$ cat src/rvvi_pkg.sv
// Shared constants for the RVFI to RVVI trace adapter.
// Trace widths, CSR vector indices, configuration map and reset defaults.
// Import with rvvi_pkg::* in the module header.

package rvvi_pkg;

   ////////////////////////////////////////
   // Trace widths
   ////////////////////////////////////////
   localparam int XLEN        = 32;
   localparam int N_CSR       = 16;
   localparam int HALT_HOLD_W = 4;

   // Bit positions in the CSR writeback vector
   localparam int CSR_MSTATUS       = 0;
   localparam int CSR_MISA          = 1;
   localparam int CSR_MIE           = 2;
   localparam int CSR_MTVEC         = 3;
   localparam int CSR_MCOUNTINHIBIT = 4;
   localparam int CSR_MSCRATCH      = 5;
   localparam int CSR_MEPC          = 6;
   localparam int CSR_MCAUSE        = 7;
   localparam int CSR_MTVAL         = 8;
   localparam int CSR_MIP           = 9;
   localparam int CSR_TSELECT       = 10;
   localparam int CSR_DCSR          = 11;
   localparam int CSR_DPC           = 12;
   localparam int CSR_MCYCLE        = 13;
   localparam int CSR_MINSTRET      = 14;
   localparam int CSR_MHARTID       = 15;

   // Architectural address per vector index, same order as above
   localparam logic [11:0] csr_addr_tab [N_CSR] = '{
      12'h300, 12'h301, 12'h304, 12'h305,
      12'h320, 12'h340, 12'h341, 12'h342,
      12'h343, 12'h344, 12'h7A0, 12'h7B0,
      12'h7B1, 12'hB00, 12'hB02, 12'hF14
   };

   ////////////////////////////////////////
   // Configuration map
   ////////////////////////////////////////
   localparam int CFG_ADDR_W = 2;

   localparam logic [CFG_ADDR_W-1:0] CFG_CSR_EN    = 2'd0;
   localparam logic [CFG_ADDR_W-1:0] CFG_HALT_HOLD = 2'd1;
   localparam logic [CFG_ADDR_W-1:0] CFG_IRQ_MASK  = 2'd2;

   // All CSRs compared out of reset
   localparam logic [N_CSR-1:0] CSR_EN_DEFAULT = '1;
   // MSI, MTI, MEI and the sixteen local lines
   localparam logic [31:0] IRQ_MASK_DEFAULT = 32'hFFFF_0888;

endpackage

$ cat src/rvvi_csr_trace.sv
// CSR writeback tracing for the RVVI side.
// Each traced CSR gets a writeback bit from its write mask, gated by the
// compare-enable mask, plus its data masked to the written bits.
// Both are sampled on the retirement strobe, aligned with the record capture.

`timescale 1ns/100ps

module rvvi_csr_trace import rvvi_pkg::*; (
   input  logic                        rvvi_i,
   input  logic                        rst_n_i,
   input  logic                        rvfi_valid_i,
   // Per-CSR RVFI write buses, indexed by the package CSR constants
   input  logic [N_CSR-1:0][XLEN-1:0]  csr_wmask_i,
   input  logic [N_CSR-1:0][XLEN-1:0]  csr_wdata_i,
   // Compare-enable from the config block
   input  logic [N_CSR-1:0]            csr_en_i,
   output logic [N_CSR-1:0]            csr_wb_o,
   output logic [N_CSR-1:0][XLEN-1:0]  csr_data_o
);

   logic [N_CSR-1:0]           csr_wb_d;
   logic [N_CSR-1:0][XLEN-1:0] csr_data_d;

   ////////////////////////////////////////
   // Per-CSR gather
   ////////////////////////////////////////
   always_comb begin
      for (int i = 0; i < N_CSR; i++) begin
         // Any written bit counts as a write
         csr_wb_d[i]   = (|csr_wmask_i[i]) & csr_en_i[i];
         // Only the bits the core actually wrote
         csr_data_d[i] = csr_wdata_i[i] & csr_wmask_i[i];
      end
   end

   // Writeback vector, replaced on every retirement
   // A retirement without CSR writes clears it
   always_ff @(posedge rvvi_i or negedge rst_n_i) begin
      if (!rst_n_i) begin
         csr_wb_o <= '0;
      end else if (rvfi_valid_i) begin
         csr_wb_o <= csr_wb_d;
      end
   end

   // Masked data, held with the record
   always_ff @(posedge rvvi_i) begin
      if (rvfi_valid_i) begin
         csr_data_o <= csr_data_d;
      end
   end

endmodule

$ cat config.mk
export PLATFORM = sky130hd
export DESIGN_NAME = rvvi_csr_trace
export DESIGN_NICKNAME = d
export VERILOG_FILES = /design/src/rvvi_pkg.sv /design/src/rvvi_csr_trace.sv
export SDC_FILE = /design/constraint.sdc
export NUM_CORES = 1
export LEC_CHECK = 0
export BUFFER_PORTS_ARGS = -buffer_cell sky130_fd_sc_hd__buf_2
export CAP_MARGIN = 10
export CORE_AREA = 2 2 617 619
export CTS_CLUSTER_SIZE = 8
export DETAILED_ROUTE_END_ITERATION = 8
export DIE_AREA = 0 0 619 621
export GPL_TIMING_DRIVEN = 0
export PLACE_DENSITY = 0.3
export SYNTH_ARGS = -nofsm -noshare
export SYNTH_HDL_FRONTEND = slang
export SYNTH_SLANG_ARGS = --single-unit
export TNS_END_PERCENT = 1
$ cat constraint.sdc
create_clock -name rvvi_i -period 0.8 [get_ports rvvi_i]
set_clock_uncertainty 0.15 [all_clocks]
set_input_delay 0.2 -clock rvvi_i [delete_from_list [all_inputs] [get_ports rvvi_i]]
set_output_delay 0.2 -clock rvvi_i [all_outputs]
set_load 0.005 [all_outputs]
==> results.sh <==
export IMPL_syn_area_sq_um=20400
export IMPL_peakVddDrop_v=0.00136
export IMPL_ys_types=13
export IMPL_gp_congestion=0.933
export IMPL_slowest_stage="edfxtp_1"
export IMPL_path_clk_slew_ps=60
export IMPL_placed_area_sq_um=35000
export IMPL_period_needed_ps=1860
export IMPL_max_freq_mhz=539
export IMPL_startpoint_type="flip-flop"
export IMPL_cp_data_required_time_ps=450
export IMPL_detailed_place_hpwl_mm=246
export IMPL_p_per_area_nw_per_um2=1770
export IMPL_syn_inst=1251
export IMPL_drcViolationCount=0
export IMPL_die_w_um=619
export IMPL_first_pass_iters=5
export IMPL_r2r_start="csr_wb_o[6]$_DFFE_PN0P_"
export IMPL_finalMaxSlewViolations=0
export IMPL_crit_cells=1
export IMPL_hold_path_class="in2async"
export IMPL_rsz0062_at_grt="yes"
export IMPL_grt_usage_pct=14.4
export IMPL_crit_fanout=1
export IMPL_area_growth_pct=142
export IMPL_syn_nets=2294
export IMPL_finalNetCount=5020
export IMPL_ys_seq_elements=528
export IMPL_antenna_left=0
export IMPL_cts_tree="done"
export IMPL_path_buf_inv=1
export IMPL_hold_viol_final=159
export IMPL_cap_violations=0
export IMPL_fin_hold_ws_ps=-422
export IMPL_placementRows=226
export IMPL_die_height_um=621
export IMPL_r2r_end="csr_wb_o[6]$_DFFE_PN0P_"
export IMPL_numCtsBuffers=87
export IMPL_yosysTopAreaCell="edfxtp_1"
export IMPL_cp_arrival_ps=1510
export IMPL_grt_max_degree=96
export IMPL_power_mw=87.4
export IMPL_period_share_pct=232
export IMPL_setup_ws_ps=-1060
export IMPL_port_buffers=1570
export IMPL_fillers=43200
export IMPL_coreArea_sq_um=378000
export IMPL_grt_pass1_wl_mm=341
export IMPL_slew_headroom_pct=53.8
export IMPL_postSynthAreaPerCell_sq_um=16.3
export IMPL_grt_overflow=0
export IMPL_grt_pass1_vias=25400
export IMPL_yosysTopAreaCellShare_pct=75.2
export IMPL_clock_latency_ps=760
export IMPL_cts_sinks=528
export IMPL_drt_initial_drc_count=1580
export IMPL_cts_root_buffer="clkbuf_16"
export IMPL_worstMarginPinSlew_ps=691
export IMPL_worst_setup_path_type="reg2out"
export IMPL_cp_end_kind="output pin"
export IMPL_final_area_sq_um=49500
export IMPL_status="complete, but fails checks"
export IMPL_max_stage_delay_ps=500
export IMPL_cts_buffer_depth=4
export IMPL_antenna_found_initial=296
export IMPL_num_io_pins=1571
export IMPL_dieArea_sq_um=384000
export IMPL_seq_area_frac_synth_pct=77.2
export IMPL_vias_per_cell=2.67
export IMPL_crit_chain="buf_2"
export IMPL_synthTopCellsByArea="edfxtp_1 (75%), and2_1 (16%), nor4_1 (3.0%)"
export IMPL_htreeDepth=3
export IMPL_start_util_pct=5.41
export IMPL_drive_gt1_share_pct=45.4
export IMPL_vias=24600
export IMPL_violations="negative hold slack, negative setup slack"
export IMPL_endpoint="csr_data_o[283]"
export IMPL_wl_mm=288
export IMPL_rr_worst_depth=2
export IMPL_rrSetupSlack_ps=10
export IMPL_finalSetupViolCount=937
export IMPL_routedWlPerCell_um=31.2
export IMPL_leakagePower_nw=19.3
export IMPL_cp_startpoint="csr_data_o[283]$_DFFE_PP_"
export IMPL_ys_warn_count=0
export IMPL_crit_family="flip-flops"
==> metal layers <==
metal  up-vias  part of all wire, %  GRT usage [%]
li1      10400                    -              -
met1     12000                   38           16.1
met2      1519                   50           25.3
met3       556                  8.4           4.82
met4       134                  3.9           5.28
met5         -                 0.30              0
==> state kept, by name, summed over array words and instances (netlist names) <==
register	count
csr_wb_o	16
csr_data_o	512
==> power by group <==
| part | internal [mW] | switching [mW] |
|---|---|---|
| clock network | 21.7 | 15.2 |
| logic | 8.09 | 8.83 |
| registers | 32.8 | 0.765 |
==> worst min-delay path by stage <==
| stage | to | startpoint | cells past startpoint | slack, ps |
|---|---|---|---|---|
| 2_1_floorplan | csr_wb_o[0]$_DFFE_PN0P_ | rst_n_i | 0 | -250 |
| 3_3_place_gp | csr_wb_o[11]$_DFFE_PN0P_ | csr_en_i[11] | 3 | 320 |
| 3_5_place_dp | csr_wb_o[0]$_DFFE_PN0P_ | rst_n_i | 1 | 70 |
| 4_1_cts | csr_wb_o[5]$_DFFE_PN0P_ | rst_n_i | 5 | -500 |
| 5_1_grt | csr_wb_o[5]$_DFFE_PN0P_ | rst_n_i | 5 | -460 |
| 6_report | csr_wb_o[5]$_DFFE_PN0P_ | rst_n_i | 5 | -420 |
==> cell type report <==
class                           count  area [sq um]  share of cell area, %
Clock buffer                      127          2390                   4.83
Tap cell                         5016          6280                   12.7
Inverter                           16          60.1                  0.121
Multi-Input combinational cell    704          4960                   10.0
Antenna cell                      183           458                  0.925
Timing Repair Buffer             2637         19300                   39.0
Clock inverter                     18           190                  0.384
Sequential cell                   528         15800                   31.9
Buffer                              3          72.6                  0.147
==> repair_timing <==
item                                    4_1_cts  5_1_grt
setup buffers                                 6        0
endpoints found under the setup margin      893      889
gates cloned                                  4        0
pin swaps                                     9        4
hold endpoints to repair                    704      240
hold buffers                               1039        8
resized for setup                           197      106
==> cell families (layout without fill, tap and decap cells) <==
kind of cell | after synthesis | in the layout | share of synthesized area (%)
AOI/OAI and AO/OA | 32 | 32 | 0.979
DFF | 528 | 528 | 77.2
buffers and inverters | 19 | 2801 | 0.373
and+or+nand+nor | 672 | 672 | 21.5
other | 0 | 183 | 0
==> synthesized netlist by cell type <==
| cell | instances |
|---|---|
| and2_1 | 510 |
| and2_2 | 2 |
| buf_2 | 1 |
| buf_4 | 1 |
| clkbuf_1 | 1 |
| dfrtp_1 | 16 |
| edfxtp_1 | 512 |
| inv_1 | 16 |
| nand4_1 | 32 |
| nor4_1 | 98 |
| nor4_2 | 30 |
| o211ai_1 | 16 |
| o21ai_1 | 16 |
==> cells in the final DEF (no fill, tap or decap), types with 32 or more instances in the layout <==
cell type,n
nand4_1,32
edfxtp_1,512
clkbuf_1,36
dlymetal6s4s_1,33
buf_2,1518
buf_6,93
and2_1,504
diode_2,183
dlygate4sd3_1,960
clkbuf_16,90
nor4_2,63
nor4_1,55
==> metrics by stage <==
step / setup slack (ps) / TNS, ps / instances / util [%] / hold WS, ps
5_1_grt: -1160 / -591560 / 9181 / 13.1 / -462
2_1_floorplan: -265 / -4210 / 1251 / - / -246
4_1_cts: -1200 / -586470 / 9041 / 13.0 / -503
6_report: -1060 / -549230 / 9232 / 13.1 / -422
3_3_place_gp: -13080 / -5752940 / 7837 / 9.21 / 323
3_5_place_dp: -2590 / -755110 / 7847 / 9.27 / 70.4
Note: power is estimated with default switching activity, not from simulation.
