$ cat config.mk
export PLATFORM = sky130hd
export DESIGN_NAME = rvvi_retire_capture
export DESIGN_NICKNAME = d
export VERILOG_FILES = /design/src/rvvi_pkg.sv /design/src/rvvi_retire_capture.sv
export SDC_FILE = /design/constraint.sdc
export NUM_CORES = 1
export LEC_CHECK = 0
export ABC_AREA = 0
export BUFFER_PORTS_ARGS = -buffer_cell sky130_fd_sc_hd__buf_2
export CORE_AREA = 2 2 170 172
export DETAILED_ROUTE_END_ITERATION = 10
export DIE_AREA = 0 0 172 174
export GPL_TIMING_DRIVEN = 0
export PLACE_DENSITY_LB_ADDON = 0.15
export SLEW_MARGIN = 20
export SYNTH_ARGS = -nofsm -noshare
export SYNTH_HDL_FRONTEND = slang
export SYNTH_SLANG_ARGS = --single-unit
$ cat constraint.sdc
create_clock -name rvvi_i -period 0.8 [get_ports rvvi_i]
set_clock_uncertainty 0.05 [all_clocks]
set_input_delay 0.08 -clock rvvi_i [delete_from_list [all_inputs] [get_ports rvvi_i]]
set_output_delay 0.08 -clock rvvi_i [all_outputs]
set_load 0.01 [all_outputs]
$ cat src/rvvi_pkg.sv
// Shared constants for the RVFI to RVVI trace adapter.
// Trace widths, CSR vector indices, configuration map and reset defaults.
// Import with rvvi_pkg::* in the module header.

package rvvi_pkg;

   ////////////////////////////////////////
   // Trace widths
   ////////////////////////////////////////
   localparam int XLEN        = 32;
   localparam int N_CSR       = 16;
   localparam int HALT_HOLD_W = 4;

   // Bit positions in the CSR writeback vector
   localparam int CSR_MSTATUS       = 0;
   localparam int CSR_MISA          = 1;
   localparam int CSR_MIE           = 2;
   localparam int CSR_MTVEC         = 3;
   localparam int CSR_MCOUNTINHIBIT = 4;
   localparam int CSR_MSCRATCH      = 5;
   localparam int CSR_MEPC          = 6;
   localparam int CSR_MCAUSE        = 7;
   localparam int CSR_MTVAL         = 8;
   localparam int CSR_MIP           = 9;
   localparam int CSR_TSELECT       = 10;
   localparam int CSR_DCSR          = 11;
   localparam int CSR_DPC           = 12;
   localparam int CSR_MCYCLE        = 13;
   localparam int CSR_MINSTRET      = 14;
   localparam int CSR_MHARTID       = 15;

   // Architectural address per vector index, same order as above
   localparam logic [11:0] csr_addr_tab [N_CSR] = '{
      12'h300, 12'h301, 12'h304, 12'h305,
      12'h320, 12'h340, 12'h341, 12'h342,
      12'h343, 12'h344, 12'h7A0, 12'h7B0,
      12'h7B1, 12'hB00, 12'hB02, 12'hF14
   };

   ////////////////////////////////////////
   // Configuration map
   ////////////////////////////////////////
   localparam int CFG_ADDR_W = 2;

   localparam logic [CFG_ADDR_W-1:0] CFG_CSR_EN    = 2'd0;
   localparam logic [CFG_ADDR_W-1:0] CFG_HALT_HOLD = 2'd1;
   localparam logic [CFG_ADDR_W-1:0] CFG_IRQ_MASK  = 2'd2;

   // All CSRs compared out of reset
   localparam logic [N_CSR-1:0] CSR_EN_DEFAULT = '1;
   // MSI, MTI, MEI and the sixteen local lines
   localparam logic [31:0] IRQ_MASK_DEFAULT = 32'hFFFF_0888;

endpackage

$ cat src/rvvi_retire_capture.sv
// Retirement record capture for the RVVI side.
// Samples the RVFI record on each valid strobe and holds it until the next.
// The destination write becomes a one-hot GPR writeback mask plus one data word.

`timescale 1ns/100ps

module rvvi_retire_capture import rvvi_pkg::*; #(
   parameter int NRET_ORDER_W = 64
) (
   input  logic                    rvvi_i,
   input  logic                    rst_n_i,
   // RVFI retirement port
   input  logic                    rvfi_valid_i,
   input  logic [NRET_ORDER_W-1:0] rvfi_order_i,
   input  logic [XLEN-1:0]         rvfi_insn_i,
   input  logic                    rvfi_trap_i,
   input  logic                    rvfi_intr_i,
   input  logic [1:0]              rvfi_mode_i,
   input  logic [1:0]              rvfi_ixl_i,
   input  logic [XLEN-1:0]         rvfi_pc_rdata_i,
   input  logic [XLEN-1:0]         rvfi_pc_wdata_i,
   input  logic [4:0]              rvfi_rd_addr_i,
   input  logic [XLEN-1:0]         rvfi_rd_wdata_i,
   // RVVI record
   output logic                    rvvi_valid_o,
   output logic [NRET_ORDER_W-1:0] rvvi_order_o,
   output logic [XLEN-1:0]         rvvi_insn_o,
   output logic                    rvvi_trap_o,
   output logic                    rvvi_intr_o,
   output logic [1:0]              rvvi_mode_o,
   output logic [1:0]              rvvi_ixl_o,
   output logic [XLEN-1:0]         rvvi_pc_rdata_o,
   output logic [XLEN-1:0]         rvvi_pc_wdata_o,
   output logic [31:0]             x_wb_o,
   output logic [XLEN-1:0]         x_wdata_o
);

   logic            rd_is_x0;
   logic [31:0]     x_wb_d;
   logic [XLEN-1:0] x_wdata_d;
   logic            have_ret_q;

   // x0 is hardwired, so a write to it is not reported
   assign rd_is_x0  = (rvfi_rd_addr_i == 5'd0);
   assign x_wb_d    = rd_is_x0 ? 32'd0 : (32'd1 << rvfi_rd_addr_i);
   assign x_wdata_d = rd_is_x0 ? '0 : rvfi_rd_wdata_i;

   ////////////////////////////////////////
   // Control state
   ////////////////////////////////////////
   always_ff @(posedge rvvi_i or negedge rst_n_i) begin
      if (!rst_n_i) begin
         rvvi_valid_o <= 1'b0;
         x_wb_o       <= '0;
         have_ret_q   <= 1'b0;
      end else begin
         // One-cycle pulse per retirement
         rvvi_valid_o <= rvfi_valid_i;
         if (rvfi_valid_i) begin
            x_wb_o     <= x_wb_d;
            have_ret_q <= 1'b1;
         end
      end
   end

   // Record payload, held between retirements
   always_ff @(posedge rvvi_i) begin
      if (rvfi_valid_i) begin
         rvvi_order_o    <= rvfi_order_i;
         rvvi_insn_o     <= rvfi_insn_i;
         rvvi_trap_o     <= rvfi_trap_i;
         rvvi_intr_o     <= rvfi_intr_i;
         rvvi_mode_o     <= rvfi_mode_i;
         rvvi_ixl_o      <= rvfi_ixl_i;
         rvvi_pc_rdata_o <= rvfi_pc_rdata_i;
         rvvi_pc_wdata_o <= rvfi_pc_wdata_i;
         x_wdata_o       <= x_wdata_d;
      end
   end

   // Held order is the last retired one, so each new retirement must exceed it
   a_order_incr: assert property (
      @(posedge rvvi_i) disable iff (!rst_n_i)
      (rvfi_valid_i && have_ret_q) |-> (rvfi_order_i > rvvi_order_o)
   );

endmodule

==> flow_summary_export.csv <==
group,metric,value,unit
logic_synthesis,synthFlopType,"edfxtp_1",
die,die_width,172,um
sta,final_period_util,1.50,
final_layout,footprint_of_the_flip_flops_and_latches,6770,um^2
route,detail_route.vias_per_cell,4.03,
power_and_ir_drop,max-vdd-ir-drop,0.00131,V
outcome,outcome,"finished, violations left",
final_layout,multi_input_comb_area,622,um^2
sta,layout_min_cycle_time,1.20,ns
worst_setup_path,critPathArrivalTime,1.07,ns
grt,grt-ovfl-total,0,
worst_setup_path,worst_path_largest_cell_delay,0.41,ns
logic_synthesis,postSynth.asyncResetShare,0.143,
logic_synthesis,edff_count_synth,198,
worst_setup_path,worstSetupPathType,"reg2out",
worst_setup_path,cp_cell_sequence,"buf_6",
outcome,violations,"negative hold slack, negative setup slack",
logic_synthesis,yosys.area.top_type_share,0.787,
die,top_level_ports,437,
logic_synthesis,synth.yosys.seq_area_share,0.897,
run,max_cap_violations,0,
worst_setup_path,critPathMaxFanout,2,
die,fp-row-count,62,
final_layout,layoutNonFillerInstCount,1440,
sta,maxSlewViolCount,0,
grt,grt_use_total,0.159,
grt,vias_in_the_first_global_route,6043,
sta,holdWs,-0.175,ns
logic_synthesis,synth.area.mux_share,0,
route,antenna_violating_nets_post_route,0,
die,die_h,174,um
logic_synthesis,synth.cells.most_frequent,"edfxtp_1, dfrtp_1, a21boi_1, inv_1, o22ai_1",
route,drc,0,
logic_synthesis,syn_std_cell_area,7550,um^2
worst_setup_path,worstPathRequired,0.67,ns
worst_setup_path,rr_startpoint,"x_wb_o[19]",
hold_path,hp-class,"in2reg",
final_layout,utilization,0.478,
die,floorplan.die_area,29900,um^2
power_and_ir_drop,pwr_density_cell,2180,nW/um^2
clocking,cts.sink_count,231,
worst_setup_path,worst_setup_sp_type,"flop",
die,start_util,0.267,
logic_synthesis,synth.ff_latch_count,231,
final_layout,layout-drive-gt1-share,0.481,
route,finalWirelength,25300,um
logic_synthesis,synth-simple-area-share,0.0200,
grt,grt_first_pass_wirelength,35900,um
route,route.detailed.wl_per_inst,17.6,um
place,place_hpwl,17100,um
sta,final-setup-viol-count,232,
clocking,cts_htree_levels,1,
sta,max_freq,834,MHz
sta,timing.max_slew.rel_slack,0.646,
clocking,clockBufferDepth,3,
route,initialDrtViolationCount,274,
logic_synthesis,synth_top_cell_by_area,"edfxtp_1",
place,post-place-cells,1177,
logic_synthesis,yosys.area_share.xor_xnor,0,
clocking,clock_tree_from_tritoncts,"done",
clocking,clk_latency,0.52,ns
route,routed-via-count,5808,
hold_path,start_point_of_the_worst_min_delay_path,"rvfi_valid_i",
final_layout,final_nets,1238,
worst_setup_path,cp_top_family,"flip-flops",
grt,antenna_violations_before_repair,3,
logic_synthesis,synth_top_family_by_area,"compound AO/OA/AOI/OAI gates",
sta,finalHoldViolations,54,
logic_synthesis,syn_avg_cell_area,21.2,um^2
clocking,ctsRootBufferMaster,"clkbuf_16",
power_and_ir_drop,static-leakage-power,5.82,nW
final_layout,area_growth_syn_to_layout,78.5,%
route,dr.pass1.iters,4,
clocking,ctsHoldBuffers,201,
worst_setup_path,crit_buf_inv,1,
worst_setup_path,reg2reg_setup_slack,-0.02,ns
logic_synthesis,synth_compound_area_frac,0.0603,
sta,rsz0062_at_grt,"yes",
logic_synthesis,synth.lib_cells_used.distinct,22,
logic_synthesis,synth_fa_ha_area_frac,0,
grt,grt_max_degree,101,
worst_setup_path,worst_path_max_delay_cell,"dfrtp_1",
place,i_o_buffers,435,
place,place.gp.congestion,0.729,
logic_synthesis,synth_cells,356,
logic_synthesis,yosys.cell_count.top_type,"edfxtp_1",
die,core-area,28200,um^2
final_layout,final.fill_count,2577,
clocking,numCtsBuffers,27,
worst_setup_path,launching_instance_or_port_of_the_critical_path,"x_wb_o[13]",
clocking,path_clk_slew,0.06,ns
sta,worst_slew_pin_slew,0.532,ns
logic_synthesis,syn_nets,562,
logic_synthesis,yosys_warnings,0,
worst_setup_path,setup.worst_path.end_class,"output pin",
sta,post-route-worst-setup-slack,-0.400,ns
logic_synthesis,synthTopCellsByArea,"edfxtp_1, dfrtp_1, a21boi_1",
[routing by layer]
| metal | part of all wire | track usage | up-vias |
|---|---|---|---|
| met4 | 0.022 | 0.0459 | 0 |
| met1 | 0.37 | 0.180 | 2756 |
| met3 | 0.094 | 0.0515 | 41 |
| li1 | - | - | 2735 |
| met2 | 0.51 | 0.284 | 276 |
| met5 | 0 | 0 | - |
[path summary, 6_finish.rpt]
kind                       depth (start not counted)              end
max                                                1       x_wb_o[13]
min reg2reg                                        1        x_wb_o[0]
min in group asynchronous                          2       x_wb_o[22]
min                                                1  rvvi_insn_o[20]
max in group asynchronous                          2        x_wb_o[9]
max reg2reg                                        3       x_wb_o[19]
[state kept, by name, summed over array words and instances, names as in the netlist]
signal / cells
rvvi_ixl_o: 2
rvvi_valid_o: 1
rvvi_insn_o: 32
rvvi_intr_o: 1
rvvi_pc_wdata_o: 32
rvvi_pc_rdata_o: 32
x_wb_o: 32
rvvi_trap_o: 1
x_wdata_o: 32
rvvi_mode_o: 2
rvvi_order_o: 64
[cells in the final DEF (no fill, tap or decap), drive strengths merged, types with 2 or more instances in the layout]
cell type,count
dfrtp,33
clkinv,9
inv,33
diode,3
nand2,2
bufbuf,2
clkinvlp,2
nand4bb,3
nand2b,5
a21boi,32
dlygate4sd3,199
nand4b,3
o22ai,30
or2,2
bufinv,2
buf,448
clkbuf,42
edfxtp,198
dlymetal6s2s,2
[final cells by class]
| cell class | count | share of cell area |
|---|---|---|
| Antenna cell | 3 | 0.000557 |
| Buffer | 11 | 0.00659 |
| Clock buffer | 35 | 0.0523 |
| Clock inverter | 15 | 0.00993 |
| Inverter | 31 | 0.00863 |
| Multi-Input combinational cell | 83 | 0.0461 |
| Sequential cell | 231 | 0.502 |
| Tap cell | 384 | 0.0356 |
| Timing Repair Buffer | 647 | 0.338 |
[stage by stage]
| step | TNS (ns) | worst slack, ns | area (um^2) | total power [mW] |
|---|---|---|---|---|
| 3_3_place_gp | -797.28 | -4.10 | 10200 | 17.0 |
| 6_report | -83.33 | -0.400 | 13500 | 29.5 |
| 4_1_cts | -94.94 | -0.441 | 13300 | 29.9 |
| 2_1_floorplan | -3.86 | -0.117 | 7580 | 15.3 |
| 5_1_grt | -95.44 | -0.449 | 13500 | 30.7 |
| 3_5_place_dp | -100.91 | -0.785 | 10300 | 17.0 |
[cells by family after synthesis]
kind of cell    Yosys count
flops                   231
simple gates             20
compound gates           63
buf+inv                  42
[power breakdown]
group | switching (mW) | internal (mW)
combinational | 1.66 | 1.83
sequential | 0.206 | 14.0
clock | 4.83 | 6.87
total | 6.70 | 22.8
[timing repair]
item	CTS	global route
buffers inserted	3	3
setup endpoints to repair	270	295
endpoints found under the hold margin	276	56
resized for setup	15	39
gates cloned	2	1
pin swaps	0	6
Power figures use the tool's default switching activity.
