==> src/rvvi_irq_tracker.sv <==
// Interrupt net tracker for the reference side.
// Masks the core's interrupt lines, registers them as the reference nets
// and pulses an event whenever the masked value changes.

`timescale 1ns/100ps

module rvvi_irq_tracker (
   input  logic        rvvi_i,
   input  logic        rst_n_i,
   input  logic [31:0] irq_i,
   input  logic [31:0] irq_mask_i,
   output logic [31:0] irq_net_o,
   output logic        irq_evt_o
);

   logic [31:0] irq_masked;
   logic [31:0] irq_net_q;
   logic        irq_evt_q;

   ////////////////////////////////////////
   // Masking and change detect
   ////////////////////////////////////////

   // Lines outside the mask never reach the reference
   assign irq_masked = irq_i & irq_mask_i;

   // Same edge loads the new value and raises the event,
   // so the pulse lines up with the first cycle of the new net
   always_ff @(posedge rvvi_i or negedge rst_n_i) begin
      if (!rst_n_i) begin
         irq_net_q <= '0;
         irq_evt_q <= 1'b0;
      end else begin
         irq_net_q <= irq_masked;
         irq_evt_q <= (irq_masked != irq_net_q);
      end
   end

   assign irq_net_o = irq_net_q;
   assign irq_evt_o = irq_evt_q;

endmodule

==> config.mk <==
export PLATFORM = sky130hd
export DESIGN_NAME = rvvi_irq_tracker
export DESIGN_NICKNAME = d
export VERILOG_FILES = /design/src/rvvi_irq_tracker.sv
export SDC_FILE = /design/constraint.sdc
export NUM_CORES = 1
export LEC_CHECK = 0
export BUFFER_PORTS_ARGS = -buffer_cell sky130_fd_sc_hd__buf_2
export CAP_MARGIN = 20
export CORE_MARGIN = 2
export CORE_UTILIZATION = 45
export DETAILED_ROUTE_END_ITERATION = 16
export PLACE_DENSITY = 0.85
export RECOVER_POWER = 100
export SLEW_MARGIN = 20
export SYNTH_ARGS = -nofsm -noshare
export SYNTH_HDL_FRONTEND = slang
export SYNTH_SLANG_ARGS = --single-unit
==> constraint.sdc <==
create_clock -name rvvi_i -period 2.86 [get_ports rvvi_i]
set_input_delay 0.286 -clock rvvi_i [delete_from_list [all_inputs] [get_ports rvvi_i]]
set_output_delay 0.286 -clock rvvi_i [all_outputs]
set_load 0.05 [all_outputs]
==> summary.md, run 1 <==
| Metric | Value |
|---|---|
| Post-synthesis cell count | 150 |
| Largest delay share family, worst path | buffers and inverters |
| TritonCTS clock tree | yes |
| Number of global-route vias before repair | 1536 |
| Post-cts resize count | 0 |
| Die W | 62.1 um |
| CP arrival | 1.21 ns |
| Critical Path End Type | output pin |
| Fmax | 0.670 GHz |
| Hpwl dp | 2910 um |
| Hold Slack | 0.186 ns |
| CP bufs+invs | 1 |
| Post-synthesis sequential area ratio | 54.4% |
| Crit path launch type | flip-flop |
| Synthesized-area fraction occupied by adder cells | 0% |
| DR pass1 iterations | 4 |
| Clk pwr share | 26.2% |
| Least-Margin Pin Slew | 1.71 ns |
| Placed cell areas | 2070 sq um |
| Synth unique cells | 8 |
| Yosys reg bits | 33 |
| Main combinational cell family by area after synthesis | simple AND/OR/NAND/NOR gates |
| Via count | 1583 |
| Post-CTS Setup Bufs | 0 |
| Fillers | 312 |
| Leak Pwr | 0.00104 uW |
| Final Cell Area | 2070 sq um |
| DRT iter0 DRCs | 49 |
| Final period util | 52.2% |
| Drt wl/cell | 12.2 um |
| Clk_lat worst skew | 0.33 ns |
| Xor and xnor area share after synthesis | 0% |
| Worst-path maximum fanout | 3 |
| DIE AREA | 3860 sq um |
| H-tree depth | 2 |
| Synthesized Nets | 216 |
| Setup violators final | 0 |
| CP max-delay cell | clkbuf_1 |
| Power per cell area | 482 nW/um^2 |
| P_sw | 318 uW |
| Maximum VDD drop | 309 uV |
| Ratio of cells with drive above 1 in the final layout | 25.1% |
| Routed WL | 3670 um |
| Max-cap violations | 1 |
| CTS buffer count | 5 |
| Initial antenna violation count | 0 |
| RD Place Congestion | 0.771 |
| Die H | 62.1 um |
| Most common cell after layout, fill and taps aside | buf_2 |
| Port bufs | 98 |
| Compound-cell area share of the yosys netlist | 17.1% |
| Synthesized area | 1520 sq um |
| Largest net degree at the start of global routing | 34 |
| Net Sw Frac | 31.8% |
| Pint | 681 uW |
| Skew final | 0.00903 ns |
| Mapped Avg Cell Area | 10.1 sq um |
| # diodes | 0 |
| DR DRC count | 0 |
| CTS root buf | clkbuf_4 |
| I/O pins | 99 |
| Slew Limit Headroom | -13.7% |
| Yosys warning count | 0 |
| Violated checks | max-capacitance violations, max-slew violations |
| CP Class | reg2out |
| Simple-gate share of the synthesized area | 28.5% |
| CP Data Required Time | 2.57 ns |
| Hold Path Class | in2reg |
| Sequential share of power | 50.7% |
| Combinational share of power | 23.0% |
| Nets@finish | 321 |
| Slew Viols, Final | 34 |
| RSZ-0062 raised after global routing | false |
| Worst path max stage delay | 0.48 ns |
| Hold_buf cts | 0 |
| Final Hold Fails | 0 |
| Remaining antenna violation count | 0 |
| Synth-to-layout area growth | 36.3% |
| GRT Util Overall | 20.6% |
| Core Box Area | 3280 sq um |
| Grt ovf | 0 |
| First-pass GRT wire length | 6310 um |
| Period minus WS final | 1.49 ns |
| Floorplan row count | 21 |
| Fin Setup TNS | 0 ns |
| Initial Utilization | 46.2% |
| Status | finished with violations |
| Finished Core Util | 63.0% |
| Mux cell area share after synthesis | 0% |
| Via density | 5.26 |
| Crit path cell chain | clkbuf_1 |
| CTS Buffer Depth | 2 |
| Clock sink count | 33 |
| Clock slew at reported path FFs | 0.09 ns |
| Most frequent cells in the layout | buf_2, clkbuf_1, dfrtp_1, and3_1, a21oi_1 |
## cell type report
| cell class | instances | area (sq um) | area share (%) |
|---|---|---|---|
| Clock buffer | 7 | 55.1 | 2.66 |
| Multi-Input combinational cell | 117 | 693 | 33.5 |
| Sequential cell | 33 | 826 | 39.9 |
| Tap cell | 46 | 57.6 | 2.78 |
| Timing Repair Buffer | 98 | 439 | 21.2 |
## worst register-to-register path: stages, from the launching register on
cell     delay, ns
dfrtp_1       0.41
a21oi_1       0.14
o22ai_1       0.09
nor4_1        0.46
nand4_1       0.14
## routing by layer
layer / wire, um / GRT usage [%] / vias up
met4: 38 / 7.22 / 0
met5: 0 / 0 / -
li1: - / - / 771
met1: 1520 / 24.4 / 748
met3: 278 / 6.70 / 4
met2: 1830 / 35.2 / 60
## flip-flops by register name (all words and copies together) (netlist names)
register,flops
irq_evt_o,1
irq_net_o,32
## worst paths after layout
kind | start | to | slack, ns | depth (start not counted)
min reg2reg | irq_net_o[11] | irq_evt_o | 0.71 | 4
max reg2reg | irq_net_o[29] | irq_evt_o | 1.49 | 4
max in group asynchronous | rst_n_i | irq_net_o[16] | 1.48 | 1
min | irq_mask_i[13] | irq_net_o[13] | 0.19 | 2
min in group asynchronous | rst_n_i | irq_net_o[31] | 0.38 | 1
max | irq_net_o[17] | irq_net_o[17] | 1.37 | 1
## cells in the mapped netlist, drive strengths merged
cell type	instances	share of area, %
o22ai	16	6.6
and3	32	13
and2	32	13
nand4	1	0.41
dfrtp	33	54
a21oi	32	11
nor4	4	1.6
## stage by stage
step                      power [uW]  setup WS, ns  instances
after floorplan                  651          1.46        150
after global placement           751          1.50        294
final                            998          1.37        301
after global routing            1050          1.18        301
after CTS                       1020          1.49        301
after detailed placement         755          1.46        294
## power groups by stage
stage	logic, uW	clock network [uW]	registers, uW
global placement	237	0	513
floorplan	55.3	0	596
detailed placement	240	0	515
finish	230	262	506
CTS	241	271	505
global route	251	291	510
## cell families after synthesis
| family | after synthesis |
|---|---|
| flops | 33 |
| compound gates | 48 |
| simple gates | 69 |
Power figures use the tool's default switching activity.
==> run 2: changes to the inputs <==
CORE_UTILIZATION = 37   (was 45)
PLACE_DENSITY = 0.75   (was 0.85)
clock period = 1.3 ns   (was 2.86 ns; I/O delays follow)
==> run 2 against run 1 <==
Effect of this change:
- the flow now finishes without violations
- non-clock buffer count rose by 3
- clock skew decreased by 0.0060 ns
- total power is 140% higher
- wire length grew 0.68%
- setup slack got worse by 1.3 ns
- sequential share of layout area fell by 1.9 points
- largest cell class unchanged
- via count is 1.0% lower
- die area rose by 20%
==> summary.md, run 2 (same netlist as run 1, synthesis figures left out) <==
| Metric | Value |
|---|---|
| Port bufs | 98 |
| Worst Reg-to-Reg Cells | 5 |
| Remaining antenna violation count | 0 |
| Sequential share of power | 47.0% |
| Fillers | 379 |
| Slew Limit Headroom | 69.9% |
| Least-Margin Pin Slew | 0.452 ns |
| Setup violators final | 0 |
| Nets@finish | 324 |
| Routed WL | 3690 um |
| Skew final | 0.00305 ns |
| Most common cell after layout, fill and taps aside | buf_2 |
| H-tree depth | 2 |
| Largest delay share family, worst path | simple AND/OR/NAND/NOR gates |
| RSZ-0062 raised after global routing | true |
| Status | complete, no violations |
| Final Hold Fails | 0 |
| R2R Path Start | irq_net_o[16] |
| CTS Buffer Depth | 2 |
| CP arrival | 1.38 ns |
| CP Data Required Time | 1.44 ns |
| RD Place Congestion | 0.673 |
| DIE AREA | 4630 sq um |
| Ratio of cells with drive above 1 in the final layout | 50.6% |
| Slew Viols, Final | 0 |
| Hold Slack | 0.0798 ns |
| Number of global-route vias before repair | 1402 |
| Hold Startpoint | irq_mask_i[9] |
| Net Sw Frac | 31.0% |
| TritonCTS clock tree | yes |
| Critical Path End Type | flip-flop |
| Combinational share of power | 23.0% |
| Floorplan row count | 23 |
| First-pass GRT wire length | 6000 um |
| Pint | 1650 uW |
| Leak Pwr | 0.00116 uW |
| Fmax | 0.806 GHz |
| Max FFs per register | 32 |
| Reg area | 857 sq um |
| I/O pins | 99 |
| Via density | 5.07 |
| Post-CTS Setup Bufs | 0 |
| # diodes | 0 |
| Cell Count, Final, Fillers Out | 309 |
| Final period util | 95.4% |
| Hold Path Class | in2reg |
| Maximum VDD drop | 493 uV |
| Period minus WS final | 1.24 ns |
| Drt wl/cell | 12.0 um |
| Initial antenna violation count | 0 |
| Crit path launch type | flip-flop |
| Placed cells | 300 |
| Most frequent cells in the layout | buf_2, and3_1, a21oi_1, clkbuf_2, dfrtp_2 |
| Multi-input gate area | 743 sq um |
| Die W | 68.1 um |
| DR pass1 iterations | 4 |
| Hpwl dp | 3050 um |
| Hold path depth | 2 |
| CTS root buf | clkbuf_8 |
| Worst path depth | 5 |
| GRT Util Overall | 17.4% |
| Clock slew at reported path FFs | 0.07 ns |
| Final Power | 2390 uW |
| Grt ovf | 0 |
| Clock sink count | 33 |
| Clk pwr share | 30.0% |
| CP bufs+invs | 1 |
| Synth-to-layout area growth | 48.8% |
| R2r setup slk | 0.06 ns |
| DRT iter0 DRCs | 53 |
| CP max-delay cell | dfrtp_2 |
| Initial Utilization | 38.2% |
| P_sw | 741 uW |
| Power per cell area | 1060 nW/um^2 |
| Die H | 68.1 um |
| Worst path max stage delay | 0.37 ns |
| Reg2reg end | irq_evt_o |
| Via count | 1567 |
| Max-cap violations | 0 |
| CTS buffer count | 5 |
| Crit path cell chain | and3_1 > o22ai_1 > nor4_1 > buf_4 > nand4_1 |
| Hold Path Sink | irq_net_o[9] |
| Worst-path maximum fanout | 3 |
| DR DRC count | 0 |
| CP Class | reg2reg |
| Clk_lat worst skew | 0.27 ns |
| Largest net degree at the start of global routing | 19 |
| Core Box Area | 3970 sq um |
run 2: changes by cell type in the layout (fill, tap and decap cells not counted), moves of 6 or more:
cell / delta
dfrtp_2: +25
a21oi_2: +6
a21oi_1: -6
and2_0: -6
and2_1: +6
clkbuf_2: +26
dfrtp_1: -25
clkbuf_1: -30
run 2: worst reg2reg max path: stages (launching register included):
cell     delay [ns]
dfrtp_2        0.37
and3_1         0.16
o22ai_1        0.09
nor4_1         0.27
buf_4          0.15
nand4_1        0.08
run 2: stage by stage:
step	utilization (%)	worst slack [ns]	setup TNS [ns]	cell area [sq um]
4_1_cts	56.3	0.0144	0	2240
2_1_floorplan	-	0.000773	0	1550
3_3_place_gp	53.7	-0.0655	-0.0655	2130
3_5_place_dp	53.7	-0.0666	-0.0666	2130
5_1_grt	56.9	-0.0205	-0.0205	2260
6_report	56.9	0.0597	0	2260
run 2: how the worst max path moves through the flow:
stage             startpoint        end  slack (ns)
2_1_floorplan  irq_net_o[27]  irq_evt_o      0.0008
3_3_place_gp   irq_net_o[13]  irq_evt_o       -0.07
3_5_place_dp    irq_net_o[3]  irq_evt_o       -0.07
4_1_cts        irq_net_o[13]  irq_evt_o        0.01
5_1_grt        irq_net_o[16]  irq_evt_o       -0.02
6_report       irq_net_o[16]  irq_evt_o        0.06
run 2: cell type report:
class                   instances  area share [%]
clock buffers                   6            3.21
clock inverters                 2           0.443
multi-input cells             117            32.9
flip-flops and latches         33            37.9
well taps                      50            2.77
repair buffers                101            22.8
run 2: per-layer routing:
layer | GRT usage [%] | routed length [um] | vias up
li1 | - | - | 780
met1 | 22.0 | 1580 | 723
met2 | 28.3 | 1780 | 57
met3 | 5.76 | 295 | 7
met4 | 5.25 | 42 | 0
met5 | 0 | 0 | -
run 2: power groups by stage:
| stage | clock [uW] | sequential (uW) | combinational (uW) |
|---|---|---|---|
| 6_report | 718 | 1120 | 549 |
| 5_1_grt | 824 | 1130 | 598 |
| 4_1_cts | 755 | 1120 | 549 |
| 3_5_place_dp | 0 | 1140 | 541 |
| 3_3_place_gp | 0 | 1140 | 532 |
| 2_1_floorplan | 0 | 1320 | 122 |
run 2: what timing repair did:
item	4_1_cts	5_1_grt
gates cloned	0	0
hold buffers	1	0
pin swaps	0	5
gates resized for setup	2	8
endpoints found under the hold margin	15	0
endpoints found under the setup margin	1	1
