[src/rvvi_pkg.sv]
// Shared constants for the RVFI to RVVI trace adapter.
// Trace widths, CSR vector indices, configuration map and reset defaults.
// Import with rvvi_pkg::* in the module header.

package rvvi_pkg;

   ////////////////////////////////////////
   // Trace widths
   ////////////////////////////////////////
   localparam int XLEN        = 32;
   localparam int N_CSR       = 16;
   localparam int HALT_HOLD_W = 4;

   // Bit positions in the CSR writeback vector
   localparam int CSR_MSTATUS       = 0;
   localparam int CSR_MISA          = 1;
   localparam int CSR_MIE           = 2;
   localparam int CSR_MTVEC         = 3;
   localparam int CSR_MCOUNTINHIBIT = 4;
   localparam int CSR_MSCRATCH      = 5;
   localparam int CSR_MEPC          = 6;
   localparam int CSR_MCAUSE        = 7;
   localparam int CSR_MTVAL         = 8;
   localparam int CSR_MIP           = 9;
   localparam int CSR_TSELECT       = 10;
   localparam int CSR_DCSR          = 11;
   localparam int CSR_DPC           = 12;
   localparam int CSR_MCYCLE        = 13;
   localparam int CSR_MINSTRET      = 14;
   localparam int CSR_MHARTID       = 15;

   // Architectural address per vector index, same order as above
   localparam logic [11:0] csr_addr_tab [N_CSR] = '{
      12'h300, 12'h301, 12'h304, 12'h305,
      12'h320, 12'h340, 12'h341, 12'h342,
      12'h343, 12'h344, 12'h7A0, 12'h7B0,
      12'h7B1, 12'hB00, 12'hB02, 12'hF14
   };

   ////////////////////////////////////////
   // Configuration map
   ////////////////////////////////////////
   localparam int CFG_ADDR_W = 2;

   localparam logic [CFG_ADDR_W-1:0] CFG_CSR_EN    = 2'd0;
   localparam logic [CFG_ADDR_W-1:0] CFG_HALT_HOLD = 2'd1;
   localparam logic [CFG_ADDR_W-1:0] CFG_IRQ_MASK  = 2'd2;

   // All CSRs compared out of reset
   localparam logic [N_CSR-1:0] CSR_EN_DEFAULT = '1;
   // MSI, MTI, MEI and the sixteen local lines
   localparam logic [31:0] IRQ_MASK_DEFAULT = 32'hFFFF_0888;

endpackage

[src/rvvi_halt_stretch.sv]
// Debug halt request stretcher.
// Turns the core's debug request into the reference halt net, held for a
// configurable number of edges after the request drops.
// Also flags each change of the halt net with a one-cycle event.

`timescale 1ns/100ps

module rvvi_halt_stretch import rvvi_pkg::*; (
   input  logic                   rvvi_i,
   input  logic                   rst_n_i,
   input  logic                   debug_req_i,
   input  logic [HALT_HOLD_W-1:0] halt_hold_i,
   output logic                   halt_o,
   output logic                   halt_evt_o
);

   logic [HALT_HOLD_W-1:0] hold_cnt_q;
   logic                   halt_q;
   logic                   halt_prev_q;
   logic                   halt_evt_q;

   ////////////////////////////////////////
   // Hold counter and halt net
   ////////////////////////////////////////
   always_ff @(posedge rvvi_i or negedge rst_n_i) begin
      if (!rst_n_i) begin
         hold_cnt_q <= '0;
         halt_q     <= 1'b0;
      end else begin
         // Reload while requested, drain afterwards
         if (debug_req_i) begin
            hold_cnt_q <= halt_hold_i;
         end else if (hold_cnt_q != '0) begin
            hold_cnt_q <= hold_cnt_q - 1'b1;
         end
         // High on request or while hold remains
         halt_q <= debug_req_i | (hold_cnt_q != '0);
      end
   end

   // Change detect on the halt net
   // Event lands the cycle after the net moves
   always_ff @(posedge rvvi_i or negedge rst_n_i) begin
      if (!rst_n_i) begin
         halt_prev_q <= 1'b0;
         halt_evt_q  <= 1'b0;
      end else begin
         halt_prev_q <= halt_q;
         halt_evt_q  <= halt_q ^ halt_prev_q;
      end
   end

   assign halt_o     = halt_q;
   assign halt_evt_o = halt_evt_q;

endmodule

[config.mk]
export PLATFORM = sky130hd
export DESIGN_NAME = rvvi_halt_stretch
export DESIGN_NICKNAME = d
export VERILOG_FILES = /design/src/rvvi_pkg.sv /design/src/rvvi_halt_stretch.sv
export SDC_FILE = /design/constraint.sdc
export NUM_CORES = 1
export LEC_CHECK = 0
export ABC_AREA = 0
export BUFFER_PORTS_ARGS = -buffer_cell sky130_fd_sc_hd__buf_2
export CAP_MARGIN = 30
export CORE_AREA = 4 4 41 43
export CTS_CLUSTER_DIAMETER = 40
export DETAILED_ROUTE_END_ITERATION = 12
export DIE_AREA = 0 0 45 47
export PLACE_DENSITY = 0.55
export SETUP_SLACK_MARGIN = 0.5
export SKIP_LAST_GASP = 1
export SLEW_MARGIN = 20
export SYNTH_ARGS = -nofsm -noshare
export SYNTH_HDL_FRONTEND = slang
export SYNTH_SLANG_ARGS = --single-unit
[constraint.sdc]
create_clock -name rvvi_i -period 1.6 [get_ports rvvi_i]
set_input_delay 0.4 -clock rvvi_i [delete_from_list [all_inputs] [get_ports rvvi_i]]
set_output_delay 0.4 -clock rvvi_i [all_outputs]
set_load 0.02 [all_outputs]
==> results of run 1 <==
-- repair_timing --
item | in CTS | in global routing
endpoints found under the hold margin | 7 | 0
gates resized for setup | 9 | 3
pin swaps | 2 | 1
gates cloned | 0 | 0
hold buffers | 1 | 0
buffers inserted | 4 | 0
setup endpoints to repair | 7 | 7
-- layout by cell type, fill, tap and decap left out, drive strengths merged --
master       netlist  layout
nor3               1       1
nor2               4       4
o21ai              2       2
nand2              1       1
buf                1      13
dfrtp              7       7
or4b               1       1
a21oi              5       5
xor2               1       1
and2               1       1
dlygate4sd3        0       1
inv                3       3
xnor2              2       2
ha                 2       2
clkbuf             0       4
-- metal layers --
metal  track usage (%)  vias to the layer above  share of wire, %
met5                 0                        -                 0
met4             3.509                        0                 0
met3             6.130                        0                11
met2             12.71                       11                54
met1             7.459                      117                35
li1                  -                      135                 -
-- power by group through the flow --
stage                     Sequential, mW  Combinational [mW]  Clock (mW)
after global routing               0.244               0.206       0.178
final                              0.240               0.187       0.158
after detailed placement           0.239               0.124           0
after floorplan                    0.243              0.0785           0
after CTS                          0.239               0.180       0.167
after global placement             0.239               0.123           0
-- final cells by class --
type                       instances  area (µm²)  share of cell area, %
sequential                         7       175.2                  36.55
clock buffer                       4       26.28                  5.483
multi-input combinational         20       147.6                  30.81
tap                               15       18.77                  3.916
inverter                           3       11.26                  2.350
timing repair buffer              14       100.1                  20.89
-- worst max path at each step --
| stage | from | to | slack, ps | depth (start not counted) |
|---|---|---|---|---|
| 3_3_place_gp | debug_req_i | hold_cnt_q[0]$_DFFE_PN0P_ | 110 | 4 |
| 4_1_cts | hold_cnt_q[1]$_DFFE_PN0P_ | hold_cnt_q[0]$_DFFE_PN0P_ | 220 | 5 |
| 6_report | hold_cnt_q[1]$_DFFE_PN0P_ | hold_cnt_q[2]$_DFFE_PN0P_ | 200 | 4 |
| 3_5_place_dp | debug_req_i | hold_cnt_q[0]$_DFFE_PN0P_ | 100 | 4 |
| 5_1_grt | hold_cnt_q[1]$_DFFE_PN0P_ | hold_cnt_q[0]$_DFFE_PN0P_ | 150 | 5 |
| 2_1_floorplan | hold_cnt_q[0]$_DFFE_PN0P_ | hold_cnt_q[2]$_DFFE_PN0P_ | 210 | 5 |
-- flip-flops by register name, summed over array words and instances (netlist names) --
| name | cells |
|---|---|
| halt_prev_q | 1 |
| halt_evt_o | 1 |
| hold_cnt_q | 4 |
| halt_o | 1 |
-- cell families (layout without fill, tap and decap cells) --
kind of cell    after synthesis  after routing
flops                         7              7
simple gates                  8              8
compound gates                7              7
buf+inv                       4             21
xor+xnor                      3              3
fa+ha+maj                     2              2
-- Yosys cell counts --
| library cell | n |
|---|---|
| a21oi_1 | 5 |
| inv_1 | 3 |
| xor2_1 | 1 |
| nand2_1 | 1 |
| nor2_1 | 4 |
| o21ai_0 | 2 |
| or4b_1 | 1 |
| dfrtp_1 | 7 |
| nor3_1 | 1 |
| buf_2 | 1 |
| and2_1 | 1 |
| xnor2_1 | 2 |
| ha_1 | 2 |
-- through the flow --
stage,hold WS (ps),area [µm²],setup slack [ps],std cells
2_1_floorplan,104.4,317.8,213.4,31
3_3_place_gp,237.0,379.1,108.9,54
3_5_place_dp,240.4,379.1,95.14,54
4_1_cts,413.0,474.2,218.7,63
5_1_grt,427.7,479.2,152.6,63
6_report,407.7,479.2,204.8,63
-- critical path, stage by stage (launching register included) --
cell and delay (ps):
dfrtp_1 390, inv_2 90, ha_4 130, or4b_4 510, and2_1 160
==> out/results.ini, run 1 <==
[status]
status=complete, no violations

[sta]
rsz0062_at_grt=true
maxSlewViolCount=0
slew_headroom_pct=86.61
setup_violations=0
timing.final.crit_share_pct=87.20
totalNegativeSetupSlack_ps=0
hold_viol_final=0
finalClockSkew_ps=2.565
fmax_mhz=716.7
worst_pin_slew_ps=199.2
min_period_ps=1395

[min_path]
hp-start=halt_hold_i[3]
hold_depth=3
min_to=hold_cnt_q[3]$_DFFE_PN0P_
holdCritPathClass=in2reg

[floorplanning]
die_height_um=47
rows=13
io-pin-count=9
coreArea_um2=1301
die_w_um=45
start_util_pct=24.42
dieArea_um2=2115

[logic_synthesis]
synth_seq_cells=7
postSynthAreaPerCell_um2=10.25
synth.distinct_cells=13
netlist_area_um2=317.8
synth_compound_area_share_pct=11.02
synth-simple-area-share_pct=12.60
ys_warn_count=0
muxShareOfSynthArea_pct=0
synth_top_cells_by_area=dfrtp_1 (55%), a21oi_1 (7.9%), ha_1 (7.9%)
synth_xor_area_share_pct=8.268
synth_top_area_cell=dfrtp_1
synth_top_area_share_pct=55.12
synthAdderAreaFrac_pct=7.874
synthesis.nets=40
synthCells=31
yosysSeqAreaShare_pct=55.12
synth_top_family_by_area=simple AND/OR/NAND/NOR gates

[grt]
grt_overflow_total=0
antenna_found_initial=0
grt_use_total_pct=7.888
grt_pass1_vias=249
grt_max_degree=9
grt_pass1_wl_um=1090

[critical_path]
critPathMaxFanout=7
r2r-start=hold_cnt_q[1]$_DFFE_PN0P_
rrSetupSlack_ps=200
end_kind=register
reg2regPathDepth=4
worstSetupStartpointType=register
path_class=reg2reg
worstPathRequired_ps=1740
reg2reg_to=hold_cnt_q[2]$_DFFE_PN0P_
cp.arrival_ps=1530

[placed_design]
portBuffers=8
gp_congestion=0.7129
dpl.hpwl_um=431.9

[cells_and_area]
drive_above_1_share_pct=45.83
post-route-util_pct=36.83
fillers=140
insertedDiodeCount=0
areaGrowthSynthToFinish_pct=50.79
nNetsFinal=58

[cts]
clock-sinks=7
ctsLongestPathBuffers=2
cts_tree=done
clk_pin_slew_ps=50
h-tree-depth=1
cts_made_buffers=3
clk_latency_ps=250
clock_tree.root_cell=clkbuf_4

[pwr]
combPwrFrac_pct=32.0
clkPwrFrac_pct=27.0
power.leakage_nw=0.2194
power_density_nw_per_um2=1222
internal_power_mw=0.4141
p_seq_share_pct=41.0
switching_share_pct=29.27
total_power_mw=0.5855
irDropWorstVdd_mv=0.6567
p_switching_mw=0.1714

[detailed_routing]
vias=263
drt_iter0_drc=0
ant_nets=0
wire_per_inst_um=10.38
route.final.wire_length_um=654
drc=0
drtPass1Iterations=1
via_per_inst=4.175

[flow_run]
cap_violations=0

Note: power is estimated with default switching activity, not from simulation.
==> inputs of run 2 (changes only) <==
==> constraint.sdc (replaced) <==
create_clock -name rvvi_i -period 1.6 [get_ports rvvi_i]
set_input_delay 0.08 -clock rvvi_i [delete_from_list [all_inputs] [get_ports rvvi_i]]
set_output_delay 0.08 -clock rvvi_i [all_outputs]
set_load 0.02 [all_outputs]
==> run 2 against run 1 <==
  * Core utilization fell by 1.5 points
  * Design area fell by 4.2%
  * Critical endpoint is now hold_cnt_q[3]$_DFFE_PN0P_
  * Critical path type unchanged
  * Highest routed layer unchanged
  * Largest power group unchanged
  * Flip-flop and latch count did not move
  * Final cell count fell by 1.6%
  * Count of clock-buffer cells in the layout did not move
==> out/results.ini, run 2 (same netlist as run 1, synthesis figures left out) <==
[floorplanning]
start_util_pct=24.42  ; unchanged
coreArea_um2=1301  ; unchanged
rows=13  ; unchanged
die_w_um=45  ; unchanged
die_height_um=47  ; unchanged
dieArea_um2=2115  ; unchanged
io-pin-count=9  ; unchanged

[critical_path]
worstSetupStartpointType=register
path_class=reg2reg
max_stage_delay_ps=500  ; about the same
end_kind=register
worstPathRequired_ps=1730  ; about the same
critPathMaxFanout=7  ; unchanged
r2r-start=hold_cnt_q[1]$_DFFE_PN0P_
worst_path_max_delay_cell=or4b_4
cp.arrival_ps=1500  ; -30 ps
crit_start=hold_cnt_q[1]$_DFFE_PN0P_
cp_cell_sequence=inv_2, ha_4, or4b_4, o21ai_0, a21oi_1

[sta]
fmax_mhz=731.1  ; +2.0%
slew_headroom_pct=85.06  ; -1.6 points
worst_slack_ps=232.2  ; +27.38 ps
setup_violations=0  ; unchanged
min_period_ps=1368  ; -27.38 ps
maxSlewViolCount=0  ; unchanged
fin_hold_ws_ps=119.8  ; -287.9 ps
totalNegativeSetupSlack_ps=0  ; unchanged
finalClockSkew_ps=5.165  ; +2.601 ps
worst_pin_slew_ps=222.4  ; +23.15 ps
rsz0062_at_grt=true
timing.final.crit_share_pct=85.49  ; -1.7 points
hold_viol_final=0  ; unchanged

[cells_and_area]
top_register=hold_cnt_q
final_common_cell=buf_2
drive_above_1_share_pct=44.68  ; -1.2 points
stdcell_count=62  ; -1.6%
nNetsFinal=57  ; -1.7%
post-route-util_pct=35.29  ; -1.5 points
final_cell_area_um2=459.2  ; -4.2%
insertedDiodeCount=0  ; unchanged
mostFrequentLayoutCells=buf_2 (8), dfrtp_1 (7), a21oi_1 (5)
areaGrowthSynthToFinish_pct=44.49
largest_register_ffs=4  ; unchanged

[placed_design]
place_worst_setup_slack_ps=139.7  ; +44.51 ps
gp_congestion=0.6938  ; -2.7%
place_inst=53  ; -1.9%
dpl.hpwl_um=411.2  ; -4.8%
portBuffers=8  ; unchanged
dpl_cell_area_um2=371.6  ; -2.0%

[pwr]
irDropWorstVdd_mv=0.4836  ; -26%
total_power_mw=0.5672  ; -3.1%
power_density_nw_per_um2=1235  ; +1.1%
power.leakage_nw=0.2108  ; -3.9%

[cts]
ctsLongestPathBuffers=2  ; unchanged
h-tree-depth=1  ; unchanged
clock_tree.root_cell=clkbuf_4
cts_tree=done
clk_pin_slew_ps=50  ; about the same
clock-sinks=7  ; unchanged
clk_latency_ps=250  ; about the same
cts_made_buffers=3  ; unchanged

[grt]
grt_overflow_total=0  ; unchanged
grt_max_degree=9  ; unchanged
grt_pass1_wl_um=1097  ; +0.64%
grt_pass1_vias=261  ; +4.8%
antenna_found_initial=0  ; unchanged
grt_use_total_pct=7.809  ; -0.080 points

[detailed_routing]
ant_nets=0  ; unchanged
vias=257  ; -2.3%
wire_per_inst_um=10.60  ; +2.1%
route.final.wire_length_um=657  ; +0.46%
drt_iter0_drc=0  ; unchanged
drc=0  ; unchanged
via_per_inst=4.145  ; -0.71%
drtPass1Iterations=1  ; unchanged

[min_path]
holdCritPathClass=in2reg
hp-start=halt_hold_i[3]

[flow_run]
cap_violations=0  ; unchanged

[status]
status=complete, no violations

==> run 2: cell count changes in the layout (fill, tap and decap cells not counted), sizes merged <==
cell  delta
buf      -1
==> run 2: area by class of cell <==
cell class | count | area, µm²
Inverter | 3 | 11.26
Timing Repair Buffer | 13 | 80.08
Tap cell | 15 | 18.77
Sequential cell | 7 | 175.2
Clock buffer | 4 | 26.28
Multi-Input combinational cell | 20 | 147.6
Fill cell | 140 | 842.1
==> run 2: routing by layer <==
layer | vias up | routed length (µm) | track usage (%)
li1 | 133 | - | -
met1 | 115 | 265 | 8.858
met2 | 9 | 335 | 11.86
met3 | 0 | 56 | 5.747
met4 | 0 | 0 | 1.754
met5 | - | 0 | 0
==> run 2: critical path, delay by kind of cell (launching register included) <==
kind,cells,cell delay (ps)
adder cells (fa/ha/maj),1,120
AO/OA/AOI/OAI,2,150
buffers and inverters,1,90
flip-flops,1,390
AND/OR/NAND/NOR,1,500
==> run 2: worst paths after layout <==
| kind | to | slack [ps] | cells past startpoint |
|---|---|---|---|
| setup / recovery | hold_cnt_q[3]$_DFFE_PN0P_ | 230 | 5 |
| hold / removal | hold_cnt_q[3]$_DFFE_PN0P_ | 120 | 3 |
| setup reg to reg | hold_cnt_q[3]$_DFFE_PN0P_ | 230 | 5 |
| hold reg to reg | halt_prev_q$_DFF_PN0_ | 430 | 0 |
| max in group asynchronous | hold_cnt_q[3]$_DFFE_PN0P_ | 1240 | 2 |
| min in group asynchronous | hold_cnt_q[0]$_DFFE_PN0P_ | 200 | 2 |
==> run 2: repair_timing <==
item                                    4_1_cts  5_1_grt
hold endpoints to repair                      7        0
setup buffers                                 4        0
pin swaps                                     3        2
endpoints found under the setup margin        5        5
hold buffers                                  1        0
resized for setup                             5        2
==> run 2: report_power, final <==
group	switching [mW]	leakage [nW]	internal (mW)	total [mW]
clock network	0.0612	0.0150	0.0949	0.156
registers	0.0298	0.0789	0.212	0.242
logic	0.0787	0.117	0.0909	0.170
total	0.170	0.211	0.398	0.567
